==> src/design/clock_pkg.sv <==
// Digital clock shared types
package clock_pkg;

	// ------------------------------------------------------------------------
	// Controller state
	// ------------------------------------------------------------------------
	typedef enum logic [1:0] {
		MODE_CLOCK = 2'd0,
		MODE_SETUP = 2'd1,
		MODE_ALARM = 2'd2
	} mode_t;

	typedef enum logic [1:0] {
		POS_SEC  = 2'd0,
		POS_MIN  = 2'd1,
		POS_HOUR = 2'd2
	} pos_t;

	// ------------------------------------------------------------------------
	// Data widths and limits
	// ------------------------------------------------------------------------
	typedef logic [5:0] field_t;	// 0..59 fits in six bits
	typedef logic [3:0] bcd_t;
	typedef logic [6:0] seg_t;	// a..g, a in the MSB
	typedef logic [5:0] digit_en_t;	// Active low

	localparam int NUM_DIGITS = 6;
	localparam int SEC_MAX    = 59;	// Minutes share it
	localparam int HOUR_MAX   = 23;

	// Next value of a field that rolls over after its limit
	function automatic field_t wrap_inc(input field_t value, input field_t limit);
		return (value == limit) ? '0 : value + 1'b1;
	endfunction

endpackage

==> src/design/tick_gen.sv <==
// Strobe divider
`timescale 1ns/1ps

module tick_gen #(
	parameter int DIV = 2
) (
	input  logic clk,
	input  logic rst_n,
	output logic o_strobe
);

	localparam int CW = (DIV > 1) ? $clog2(DIV) : 1;

	logic [CW-1:0] cnt;

	always_ff @(posedge clk or negedge rst_n) begin
		if (!rst_n) begin
			cnt <= '0;
		end else if (o_strobe) begin
			cnt <= '0;
		end else begin
			cnt <= cnt + 1'b1;
		end
	end

	assign o_strobe = (cnt == CW'(DIV - 1));	// Last count of the period

	// The divider needs at least two counts per period
	a_div_min: assert property (@(posedge clk) disable iff (!rst_n) DIV >= 2);

endmodule

==> src/design/button_sync.sv <==
// Push button synchronizer
`timescale 1ns/1ps

module button_sync (
	input  logic       clk,
	input  logic       rst_n,
	input  logic [3:0] i_btn_n,	// 0 mode, 1 position, 2 set, 3 alarm
	output logic [3:0] o_press
);

	logic [3:0] sync_meta;
	logic [3:0] sync_btn;
	logic [3:0] btn_prev;

	// ------------------------------------------------------------------------
	// Two flops into the clk domain, then edge detect
	// ------------------------------------------------------------------------
	always_ff @(posedge clk or negedge rst_n) begin
		if (!rst_n) begin
			sync_meta <= '1;	// Released
			sync_btn  <= '1;
			btn_prev  <= '1;
		end else begin
			sync_meta <= i_btn_n;
			sync_btn  <= sync_meta;
			btn_prev  <= sync_btn;
		end
	end

	// High to low on a synchronized button is a press
	always_ff @(posedge clk or negedge rst_n) begin
		if (!rst_n) begin
			o_press <= '0;
		end else begin
			o_press <= btn_prev & ~sync_btn;
		end
	end

endmodule

==> src/design/clock_ctrl.sv <==
// Clock mode controller
`timescale 1ns/1ps

module clock_ctrl (
	input  logic              clk,
	input  logic              rst_n,
	input  logic [3:0]        i_press,
	input  logic              i_sec_strobe,
	output clock_pkg::mode_t  o_mode,
	output clock_pkg::pos_t   o_position,
	output logic              o_alarm_en,
	output logic              o_time_tick,
	output logic [2:0]        o_inc_time,	// Indexed by pos_t
	output logic [2:0]        o_inc_alarm
);

	localparam int BTN_MODE  = 0;
	localparam int BTN_POS   = 1;
	localparam int BTN_SET   = 2;
	localparam int BTN_ALARM = 3;

	logic [2:0] pos_sel;

	// ------------------------------------------------------------------------
	// Registered state
	// ------------------------------------------------------------------------
	always_ff @(posedge clk or negedge rst_n) begin
		if (!rst_n) begin
			o_mode     <= clock_pkg::MODE_CLOCK;
			o_position <= clock_pkg::POS_SEC;
			o_alarm_en <= 1'b0;
		end else begin
			if (i_press[BTN_MODE]) begin
				case (o_mode)
					clock_pkg::MODE_CLOCK: o_mode <= clock_pkg::MODE_SETUP;
					clock_pkg::MODE_SETUP: o_mode <= clock_pkg::MODE_ALARM;
					default:               o_mode <= clock_pkg::MODE_CLOCK;
				endcase
			end
			if (i_press[BTN_POS]) begin
				case (o_position)
					clock_pkg::POS_SEC: o_position <= clock_pkg::POS_MIN;
					clock_pkg::POS_MIN: o_position <= clock_pkg::POS_HOUR;
					default:            o_position <= clock_pkg::POS_SEC;
				endcase
			end
			if (i_press[BTN_ALARM])
				o_alarm_en <= ~o_alarm_en;
		end
	end

	// ------------------------------------------------------------------------
	// Tick and set routing
	// ------------------------------------------------------------------------
	always_comb begin
		pos_sel     = 3'b001 << o_position;
		o_time_tick = i_sec_strobe && (o_mode != clock_pkg::MODE_SETUP);	// Frozen in setup
		o_inc_time  = '0;
		o_inc_alarm = '0;
		if (i_press[BTN_SET]) begin
			case (o_mode)
				clock_pkg::MODE_SETUP: o_inc_time  = pos_sel;
				clock_pkg::MODE_ALARM: o_inc_alarm = pos_sel;
				default: ;	// Set does nothing while the clock runs
			endcase
		end
	end

	// Only one field in one of the two counters moves per set press
	a_one_target: assert property (@(posedge clk) disable iff (!rst_n)
		(i_press[BTN_SET] && o_mode != clock_pkg::MODE_CLOCK) |->
		$onehot({o_inc_time, o_inc_alarm}));

endmodule

==> src/design/time_counter.sv <==
// Time of day counter
`timescale 1ns/1ps

module time_counter (
	input  logic              clk,
	input  logic              rst_n,
	input  logic              i_tick,
	input  logic [2:0]        i_inc,
	output clock_pkg::field_t o_sec,
	output clock_pkg::field_t o_min,
	output clock_pkg::field_t o_hour
);

	localparam clock_pkg::field_t SEC_LIM  = clock_pkg::field_t'(clock_pkg::SEC_MAX);
	localparam clock_pkg::field_t HOUR_LIM = clock_pkg::field_t'(clock_pkg::HOUR_MAX);

	// ------------------------------------------------------------------------
	// Running time with carries, setting without
	// ------------------------------------------------------------------------
	always_ff @(posedge clk or negedge rst_n) begin
		if (!rst_n) begin
			o_sec  <= '0;
			o_min  <= '0;
			o_hour <= '0;
		end else if (i_tick) begin
			o_sec <= clock_pkg::wrap_inc(o_sec, SEC_LIM);
			if (o_sec == SEC_LIM) begin	// Carry into minutes
				o_min <= clock_pkg::wrap_inc(o_min, SEC_LIM);
				if (o_min == SEC_LIM)
					o_hour <= clock_pkg::wrap_inc(o_hour, HOUR_LIM);
			end
		end else begin
			// Ticks are held off in setup, so these never meet a tick
			if (i_inc[clock_pkg::POS_SEC])
				o_sec <= clock_pkg::wrap_inc(o_sec, SEC_LIM);
			if (i_inc[clock_pkg::POS_MIN])
				o_min <= clock_pkg::wrap_inc(o_min, SEC_LIM);
			if (i_inc[clock_pkg::POS_HOUR])
				o_hour <= clock_pkg::wrap_inc(o_hour, HOUR_LIM);
		end
	end

	a_sec_range: assert property (@(posedge clk) disable iff (!rst_n)
		o_sec <= SEC_LIM);

	a_min_range: assert property (@(posedge clk) disable iff (!rst_n)
		o_min <= SEC_LIM);

	a_hour_range: assert property (@(posedge clk) disable iff (!rst_n)
		o_hour <= HOUR_LIM);

endmodule

==> src/design/alarm_unit.sv <==
// Alarm time and match
`timescale 1ns/1ps

module alarm_unit (
	input  logic              clk,
	input  logic              rst_n,
	input  logic [2:0]        i_inc,
	input  logic              i_alarm_en,
	input  clock_pkg::field_t i_sec,
	input  clock_pkg::field_t i_min,
	input  clock_pkg::field_t i_hour,
	output clock_pkg::field_t o_alarm_sec,
	output clock_pkg::field_t o_alarm_min,
	output clock_pkg::field_t o_alarm_hour,
	output logic              o_alarm
);

	localparam clock_pkg::field_t SEC_LIM  = clock_pkg::field_t'(clock_pkg::SEC_MAX);
	localparam clock_pkg::field_t HOUR_LIM = clock_pkg::field_t'(clock_pkg::HOUR_MAX);

	logic match;

	// Alarm time registers
	always_ff @(posedge clk or negedge rst_n) begin
		if (!rst_n) begin
			o_alarm_sec  <= '0;
			o_alarm_min  <= '0;
			o_alarm_hour <= '0;
		end else begin
			if (i_inc[clock_pkg::POS_SEC])
				o_alarm_sec <= clock_pkg::wrap_inc(o_alarm_sec, SEC_LIM);
			if (i_inc[clock_pkg::POS_MIN])
				o_alarm_min <= clock_pkg::wrap_inc(o_alarm_min, SEC_LIM);
			if (i_inc[clock_pkg::POS_HOUR])
				o_alarm_hour <= clock_pkg::wrap_inc(o_alarm_hour, HOUR_LIM);
		end
	end

	// ------------------------------------------------------------------------
	// Match latch
	// ------------------------------------------------------------------------
	assign match = (i_sec == o_alarm_sec) && (i_min == o_alarm_min) &&
		(i_hour == o_alarm_hour);

	always_ff @(posedge clk or negedge rst_n) begin
		if (!rst_n) begin
			o_alarm <= 1'b0;
		end else begin
			o_alarm <= i_alarm_en & (o_alarm | match);	// Held until disabled
		end
	end

	a_alarm_needs_en: assert property (@(posedge clk) disable iff (!rst_n)
		o_alarm |-> $past(i_alarm_en));

endmodule

==> src/design/display_scan.sv <==
// Seven segment display scanner
`timescale 1ns/1ps

module display_scan (
	input  logic                 clk,
	input  logic                 rst_n,
	input  logic                 i_scan_strobe,
	input  clock_pkg::mode_t     i_mode,
	input  clock_pkg::field_t    i_sec,
	input  clock_pkg::field_t    i_min,
	input  clock_pkg::field_t    i_hour,
	input  clock_pkg::field_t    i_alarm_sec,
	input  clock_pkg::field_t    i_alarm_min,
	input  clock_pkg::field_t    i_alarm_hour,
	output clock_pkg::seg_t      o_seg,
	output logic                 o_seg_dp,
	output clock_pkg::digit_en_t o_seg_enb
);

	localparam int IDX_W = $clog2(clock_pkg::NUM_DIGITS);

	logic [IDX_W-1:0]  scan_idx;
	clock_pkg::field_t show_sec;
	clock_pkg::field_t show_min;
	clock_pkg::field_t show_hour;
	clock_pkg::bcd_t   digit [clock_pkg::NUM_DIGITS];

	function automatic clock_pkg::seg_t seg_decode(input clock_pkg::bcd_t value);
		clock_pkg::seg_t pattern;
		case (value)
			4'd0:    pattern = 7'b111_1110;
			4'd1:    pattern = 7'b011_0000;
			4'd2:    pattern = 7'b110_1101;
			4'd3:    pattern = 7'b111_1001;
			4'd4:    pattern = 7'b011_0011;
			4'd5:    pattern = 7'b101_1011;
			4'd6:    pattern = 7'b101_1111;
			4'd7:    pattern = 7'b111_0000;
			4'd8:    pattern = 7'b111_1111;
			4'd9:    pattern = 7'b111_0011;
			default: pattern = 7'b000_0000;	// Blank
		endcase
		return pattern;
	endfunction

	// ------------------------------------------------------------------------
	// Field select and digit split
	// ------------------------------------------------------------------------
	always_comb begin
		if (i_mode == clock_pkg::MODE_ALARM) begin
			show_sec  = i_alarm_sec;
			show_min  = i_alarm_min;
			show_hour = i_alarm_hour;
		end else begin
			show_sec  = i_sec;
			show_min  = i_min;
			show_hour = i_hour;
		end
		digit[0] = clock_pkg::bcd_t'(show_sec / 6'd10);
		digit[1] = clock_pkg::bcd_t'(show_sec % 6'd10);
		digit[2] = clock_pkg::bcd_t'(show_min / 6'd10);
		digit[3] = clock_pkg::bcd_t'(show_min % 6'd10);
		digit[4] = clock_pkg::bcd_t'(show_hour / 6'd10);
		digit[5] = clock_pkg::bcd_t'(show_hour % 6'd10);
	end

	// ------------------------------------------------------------------------
	// Scan index and output registers
	// ------------------------------------------------------------------------
	always_ff @(posedge clk or negedge rst_n) begin
		if (!rst_n) begin
			scan_idx <= '0;
		end else if (i_scan_strobe) begin
			if (scan_idx == IDX_W'(clock_pkg::NUM_DIGITS - 1))
				scan_idx <= '0;
			else
				scan_idx <= scan_idx + 1'b1;
		end
	end

	// Pattern and enable change on the same edge
	always_ff @(posedge clk or negedge rst_n) begin
		if (!rst_n) begin
			o_seg     <= 7'b111_1110;	// Digit 0 of an all-zero time
			o_seg_enb <= 6'b111110;
		end else begin
			o_seg     <= seg_decode(digit[scan_idx]);
			o_seg_enb <= ~(clock_pkg::digit_en_t'(1) << scan_idx);
		end
	end

	assign o_seg_dp = 1'b0;

	a_one_digit: assert property (@(posedge clk) disable iff (!rst_n)
		$countones(~o_seg_enb) == 1);

endmodule

==> src/design/digital_clock_top.sv <==
// Digital clock top level
`timescale 1ns/1ps

module digital_clock_top #(
	parameter int SEC_DIV  = 50_000_000,	// Clocks per second
	parameter int SCAN_DIV = 50_000	// Clocks per digit
) (
	input  logic                 clk,
	input  logic                 rst_n,
	input  logic [3:0]           i_btn_n,
	output clock_pkg::seg_t      o_seg,
	output logic                 o_seg_dp,
	output clock_pkg::digit_en_t o_seg_enb,
	output logic                 o_alarm
);

	logic              sec_strobe;
	logic              scan_strobe;
	logic [3:0]        press;
	clock_pkg::mode_t  mode;
	logic              alarm_en;
	logic              time_tick;
	logic [2:0]        inc_time;
	logic [2:0]        inc_alarm;
	clock_pkg::field_t sec;
	clock_pkg::field_t min;
	clock_pkg::field_t hour;
	clock_pkg::field_t alarm_sec;
	clock_pkg::field_t alarm_min;
	clock_pkg::field_t alarm_hour;

	tick_gen #(.DIV(SEC_DIV)) u_sec_tick (
		.clk(clk), .rst_n(rst_n), .o_strobe(sec_strobe));

	tick_gen #(.DIV(SCAN_DIV)) u_scan_tick (
		.clk(clk), .rst_n(rst_n), .o_strobe(scan_strobe));

	button_sync u_button_sync (
		.clk(clk), .rst_n(rst_n), .i_btn_n(i_btn_n), .o_press(press));

	clock_ctrl u_clock_ctrl (
		.clk(clk), .rst_n(rst_n), .i_press(press), .i_sec_strobe(sec_strobe),
		.o_mode(mode), .o_position(), .o_alarm_en(alarm_en),	// Cursor stays internal
		.o_time_tick(time_tick), .o_inc_time(inc_time), .o_inc_alarm(inc_alarm));

	time_counter u_time_counter (
		.clk(clk), .rst_n(rst_n), .i_tick(time_tick), .i_inc(inc_time),
		.o_sec(sec), .o_min(min), .o_hour(hour));

	alarm_unit u_alarm_unit (
		.clk(clk), .rst_n(rst_n), .i_inc(inc_alarm), .i_alarm_en(alarm_en),
		.i_sec(sec), .i_min(min), .i_hour(hour),
		.o_alarm_sec(alarm_sec), .o_alarm_min(alarm_min), .o_alarm_hour(alarm_hour),
		.o_alarm(o_alarm));

	display_scan u_display_scan (
		.clk(clk), .rst_n(rst_n), .i_scan_strobe(scan_strobe), .i_mode(mode),
		.i_sec(sec), .i_min(min), .i_hour(hour),
		.i_alarm_sec(alarm_sec), .i_alarm_min(alarm_min), .i_alarm_hour(alarm_hour),
		.o_seg(o_seg), .o_seg_dp(o_seg_dp), .o_seg_enb(o_seg_enb));

endmodule

==> config.mk <==
export PLATFORM = sky130hd
export DESIGN_NAME = digital_clock_top
export DESIGN_NICKNAME = d
export VERILOG_FILES = /design/src/design/clock_pkg.sv /design/src/design/tick_gen.sv /design/src/design/button_sync.sv /design/src/design/clock_ctrl.sv /design/src/design/time_counter.sv /design/src/design/alarm_unit.sv /design/src/design/display_scan.sv /design/src/design/digital_clock_top.sv
export SDC_FILE = /design/constraint.sdc
export NUM_CORES = 1
export LEC_CHECK = 0
export BUFFER_PORTS_ARGS = -buffer_cell sky130_fd_sc_hd__buf_2
export CELL_PAD_IN_SITES_DETAIL_PLACEMENT = 2
export CELL_PAD_IN_SITES_GLOBAL_PLACEMENT = 2
export CORE_MARGIN = 2
export CORE_UTILIZATION = 44
export DETAILED_ROUTE_END_ITERATION = 16
export PLACE_DENSITY_LB_ADDON = 0.1
export SYNTH_ARGS = -nofsm -noshare
export SYNTH_HDL_FRONTEND = slang
export SYNTH_SLANG_ARGS = --single-unit
==> constraint.sdc <==
create_clock -name clk -period 6.05 [get_ports clk]
set_input_delay 0.9075 -clock clk [delete_from_list [all_inputs] [get_ports clk]]
set_output_delay 0.9075 -clock clk [all_outputs]
set_load 0.1 [all_outputs]
# Word-level counts from Yosys, hierarchy flattened
# Memories as Yosys holds them, arrays and structs flattened. A register that Yosys moved wholly into a read port is not among the register bits.
# Index checks and enable logic that the tools add are counted.
# classes
addsub	9
n_mul	0
div_mod_pow	6
n_lt_le_gt_ge	1
n_eq_ne	18
shifts	2
n_mux	30
bitwise	7
n_reduce_logical	11
# op_table
operator	count
$mux 6	18
$add 6x1->6 const B	6
$add 26x1->26 const B	1
$eq 26x26->1 const B	1
$mux 26	1
$eq 6x6->1 const B	4
$div 6x4->6 const B	3
$eq 6x6->1	3
$mod 6x4->6 const B	3
$add 16x1->16 const B	1
$eq 16x16->1 const B	1
$mux 16	1
$mux 3	5
$bmux 4 s3	1
$eq 6x5->1 const B	2
$mux 4	2
$pmux 2 s2	2
$ne 2x1->1 const B	3
$not 6->6	1
$reduce_bool 2->1	3
$shl 1x3->6 const A	1
$and 4x4->4	1
$eq 2x1->1 const B	2
$ge 4x4->1 const B	1
other kinds (14)	17
# totals
ff_bits	109
latchBits	0
mem_bits_rw	0
mem_bits_ro	112
inputBits	6
out_inout_bits	15
word_cells	103
n_memories	1
# mem_list
name	words	width	read_ports	rd_ports_with_merged_regs	write_ports	line_no	rtl
(name not given)	16	7	1	1	0	display_scan.sv:30	case (value)

# Logic depth before layout (Yosys ltp)
# depth
word_depth	6
ltp_mapped	19
mapped_depth_nobuf	17

# By module
# A second synthesis with hierarchy kept.
# unflattened
cells_unflattened	725
area_unflattened_um2	7272.0
# by_module_without_submodules
module	instances	cells_per_inst	area_per_inst_um2	seq_area_each_um2
display_scan	1	276	2339.7	414.1
tick_gen at u_sec_tick	1	134	1337.5	650.6
alarm_unit	1	106	1121.1	475.5
time_counter	1	96	979.7	450.4
tick_gen at u_scan_tick	1	67	762.0	400.4
button_sync	1	20	470.5	415.4
clock_ctrl	1	26	261.5	125.1

# Worst setup path after synthesis
# Ideal clock, no wire load.
# synth_timing
path_type	register to register
from	reg u_clock_ctrl.o_mode[0]
to	reg u_display_scan.o_seg[5]
setup_ps	77
arrival_ps	3646
required_ps	5973
slack_ps	2327
path_stages_with_launch	20
n_path_buf	4
synth_period_minus_slack_ps	3723
cell_sequence	dfrtp_1 > nand2b_1 > buf_6 > buf_8 > buf_2 > buf_2 > nor2_1 > a21oi_1 > ha_1 > nor4_1 > nor4b_1 > a211oi_1 > a21o_1 > a31oi_1 > a2bb2oi_1 > inv_1 > ha_1 > inv_1 > o21a_1 > a21o_1
# synth_between
elab_chain_len	6
word_cells_on_any_way	13
classes_between	6 x div; 1 x eq/ne; 6 x mux
# synth_lines
element	line_no	rtl
start: declaration	clock_ctrl.sv:9	output clock_pkg::mode_t o_mode,
start signal: assignment	clock_ctrl.sv:29	o_mode <= clock_pkg::MODE_CLOCK;
start signal: assignment	clock_ctrl.sv:35	clock_pkg::MODE_CLOCK: o_mode <= clock_pkg::MODE_SETUP;
start signal: assignment	clock_ctrl.sv:36	clock_pkg::MODE_SETUP: o_mode <= clock_pkg::MODE_ALARM;
$eq 2x2->1 *	display_scan.sv:50	if (i_mode == clock_pkg::MODE_ALARM) begin
$mux 6	display_scan.sv:50	
$mod 6x4->6 (tied with other cells)	display_scan.sv:64	digit[5] = clock_pkg::bcd_t'(show_hour % 6'd10);
$bmux 4 s3 *	display_scan.sv:87	o_seg <= seg_decode(digit[scan_idx]);
$mux 4 (not written as such) * (2 in a row)	display_scan.sv:87	
end: declaration	display_scan.sv:15	output clock_pkg::seg_t o_seg,
# Every way passes the cells marked *; elsewhere a longest branch is shown, timed or not. The select of a mux whose other input is x is not followed.
# A chain may end at the register's enable or synchronous reset.

# Worst setup path after layout
# layout_timing
from	reg u_clock_ctrl.o_mode[1]
to	reg u_display_scan.o_seg[6]
# Same word-level chain as after synthesis.

==> impl_metrics.toml <==
[run_status]
outcome = "finished clean"

[power_and_ir_drop]
p_sw_frac = 0.330
pwr-share-comb = 0.199
intPower_mw = 1.71
seqPwrFrac = 0.377
irDropWorstVdd_uv = 247
power.static_leakage_nw = 3.42
p_clk_frac = 0.423
power_mw = 2.54
power_density_nw_per_um2 = 321
switching_power_mw = 0.839

[clock_network]
clock_latency_ns = 0.44
cts_sinks = 116
cts_resized = 0
cts_hold_buf = 0
h-tree-depth = 4
numCtsBuffers = 17
clockRootBuffer = "clkbuf_16"
cts_tree = "done"
postCtsSetupRepairBufs = 0
clk_path_buf_depth = 2
cts.clk_slew.worst_paths_ns = 0.06

[floorplanning]
core_area_um2 = 15800
num_rows = 46
die_area_um2 = 17200
die_y_um = 131
die_w_um = 131
initial_utilization = 0.449
io-pin-count = 21

[min_path]
holdPathEnd = "u_button_sync.sync_btn[0]"
worstHoldStart = "u_button_sync.sync_meta[0]"
hp-class = "flop to flop"
hold_path_depth = 0

[synthesis]
syn_area_per_cell_um2 = 9.47
ys_warn_count = 0
synth.cell_area_um2 = 7110
yosys.area.top_type = "dfrtp_1"
yosysSeqAreaShare = 0.413
synth_cell_type_count = 80
synth_top_area_frac = 0.328
synth_edf_count = 0
synth_ff_type = "dfrtp_1"
syn_nets = 777
synthTopCellsByArea = "dfrtp_1 33%, dfstp_2 8.5%, xor2_1 4.2%"
async_flop_share = 1.00
ys_ff_latch = 116
synth_cells = 750

[worst_setup_path]
reg2reg_slack_ns = 1.21
end_kind = "flop"
cp.arrival_ns = 5.19
cp_max_fo = 22
cp.required_ns = 6.40
reg2reg_depth = 15
crit_type = "flop to flop"
r2r-start = "u_clock_ctrl.o_mode[1]"
r2r_end = "u_display_scan.o_seg[6]"
critPathLaunchType = "flop"

[timing]
max_freq_mhz = 207
tns_ns = 0
hold_ws_ns = 0.356
tightest_slew_ns = 0.847
worst_slack_ns = 1.21
min_period_over_period = 0.800
finalSetupViolCount = 0
final-hold-violation-count = 0
finalCriticalPeriod_ns = 4.84
rsz0062_at_grt = "false"
fin_skew_ns = 0.0125
maxSlewViolCount = 0
slew_headroom = 0.435

[placed_design]
post-place-ws_ns = 1.49
port_buffers = 19
placed_cell_area_um2 = 7300
hpwlAfterDp_um = 14100
place.gp.congestion = 0.856

[global_routing]
track_usage = 0.265
antenna_found_initial = 0
grt_overflow = 0
grt_max_degree = 63
grt_pass1_wl_um = 34700
grt_pass1_vias = 6389

[routing]
num_vias = 5814
remaining_drc_errors = 0
wl_um = 20800
drt-wirelength-per-cell_um = 21.2
first_pass_iters = 4
drtIter0Drc = 215
ant_nets = 0
viasPerCell = 5.93

[finish]
antenna_cells = 0
nets = 779
nFillCells = 1697
drive_gt1_frac = 0.150
syn2layout_area_growth_pct = 11.5
final_cell_area_um2 = 7920

[flow_run]
drv_cap = 0
[worst max path at each step]
stage | from | end | slack (ns) | cells past startpoint
after floorplan | u_clock_ctrl.o_mode[0] | u_display_scan.o_seg[5] | 2.33 | 19
after global placement | u_clock_ctrl.o_mode[0] | u_display_scan.o_seg[5] | 1.68 | 16
after detailed placement | u_clock_ctrl.o_mode[0] | u_display_scan.o_seg[5] | 1.49 | 15
after CTS | u_clock_ctrl.o_mode[1] | u_display_scan.o_seg[5] | 1.32 | 16
after global routing | u_clock_ctrl.o_mode[0] | u_display_scan.o_seg[5] | 0.92 | 16
final | u_clock_ctrl.o_mode[1] | u_display_scan.o_seg[6] | 1.21 | 15
[power groups by stage]
stage | logic (mW) | clock network [mW] | registers (mW)
3_5_place_dp | 0.494 | 0 | 0.970
5_1_grt | 0.564 | 1.13 | 0.973
2_1_floorplan | 0.396 | 0 | 0.934
6_report | 0.507 | 1.08 | 0.960
3_3_place_gp | 0.462 | 0 | 0.959
4_1_cts | 0.511 | 1.10 | 0.959
[worst max-delay path: stages, from the launching register on]
cell	delay (ns)
dfrtp_1	0.56
and2b_1	0.74
mux2_2	0.37
inv_1	0.09
ha_1	0.34
nor2b_1	0.22
a211oi_1	0.12
a31oi_1	0.36
nand2b_1	0.20
ha_1	0.37
nor2_1	0.07
a222oi_1	0.35
a21o_1	0.19
and3_4	0.28
mux2_2	0.36
mux2i_1	0.15
[metal layers]
metal / up-vias / GRT usage / routed length (µm)
li1: 2696 / - / -
met1: 3002 / 0.327 / 9180
met2: 83 / 0.466 / 10700
met3: 33 / 0.0503 / 512
met4: 0 / 0.0857 / 379
met5: - / 0 / 0
[flip-flops by register name (all words and copies together), names as in the netlist, 2 cells and up]
signal	cells
u_alarm_unit.o_alarm_hour	6
u_alarm_unit.o_alarm_min	6
u_alarm_unit.o_alarm_sec	6
u_button_sync.btn_prev	4
u_button_sync.o_press	4
u_button_sync.sync_btn	4
u_button_sync.sync_meta	4
u_clock_ctrl.o_mode	2
u_clock_ctrl.o_position	2
u_display_scan.o_seg	7
u_display_scan.o_seg_enb	6
u_display_scan.scan_idx	3
u_scan_tick.cnt	16
u_sec_tick.cnt	26
u_time_counter.o_hour	6
u_time_counter.o_min	6
u_time_counter.o_sec	6
[metrics by stage]
stage                util  cells
finish              0.500    981
global route        0.500    981
CTS                 0.500    981
detailed placement  0.461    949
global placement    0.461    949
floorplan               -    750
[kinds of logic after synthesis]
group / after synthesis / share of synthesized area
simple gates: 302 / 0.219
compound gates: 146 / 0.149
flops: 116 / 0.413
buf+inv: 64 / 0.0423
xor+xnor: 59 / 0.0727
mux: 41 / 0.0662
fa+ha+maj: 21 / 0.0370
other cells: 1 / 0.000528
[layout make-up]
class / instances / area, µm² / area share
inverters: 24 / 90.1 / 0.0114
flip-flops and latches: 116 / 2930 / 0.370
clock inverters: 13 / 171 / 0.0216
repair buffers: 23 / 128 / 0.0161
clock buffers: 19 / 453 / 0.0572
well taps: 216 / 270 / 0.0341
multi-input cells: 570 / 3880 / 0.489
[Yosys cell counts, types with 7 or more instances]
| cell type | n |
|---|---|
| or3_1 | 7 |
| nor3_1 | 20 |
| o21ai_0 | 32 |
| inv_1 | 24 |
| and3_1 | 13 |
| o31ai_1 | 10 |
| xor2_1 | 34 |
| nor2b_1 | 14 |
| a21oi_1 | 21 |
| a21o_1 | 11 |
| nor3b_1 | 8 |
| nand4_1 | 23 |
| nand2_1 | 76 |
| a31oi_1 | 12 |
| dfrtp_1 | 93 |
| nand3_1 | 28 |
| nor2_1 | 62 |
| clkbuf_1 | 23 |
| nor4_1 | 7 |
| mux2_2 | 15 |
| dfstp_2 | 23 |
| xnor2_1 | 25 |
| a211oi_1 | 8 |
| nand2b_1 | 18 |
| mux2i_1 | 20 |
| ha_1 | 21 |
[cell usage in the layout, fill, tap and decap left out, types with 21 or more instances in the layout]
master,Yosys,routed
inv_1,24,24
o21ai_0,32,32
a21oi_1,21,21
xnor2_1,25,25
nand3_1,28,28
ha_1,21,21
xor2_1,34,34
nand2_1,76,76
nor2_1,62,62
nand4_1,23,23
dfstp_2,23,23
dfrtp_1,93,93
(Power assumes the default switching activity.)
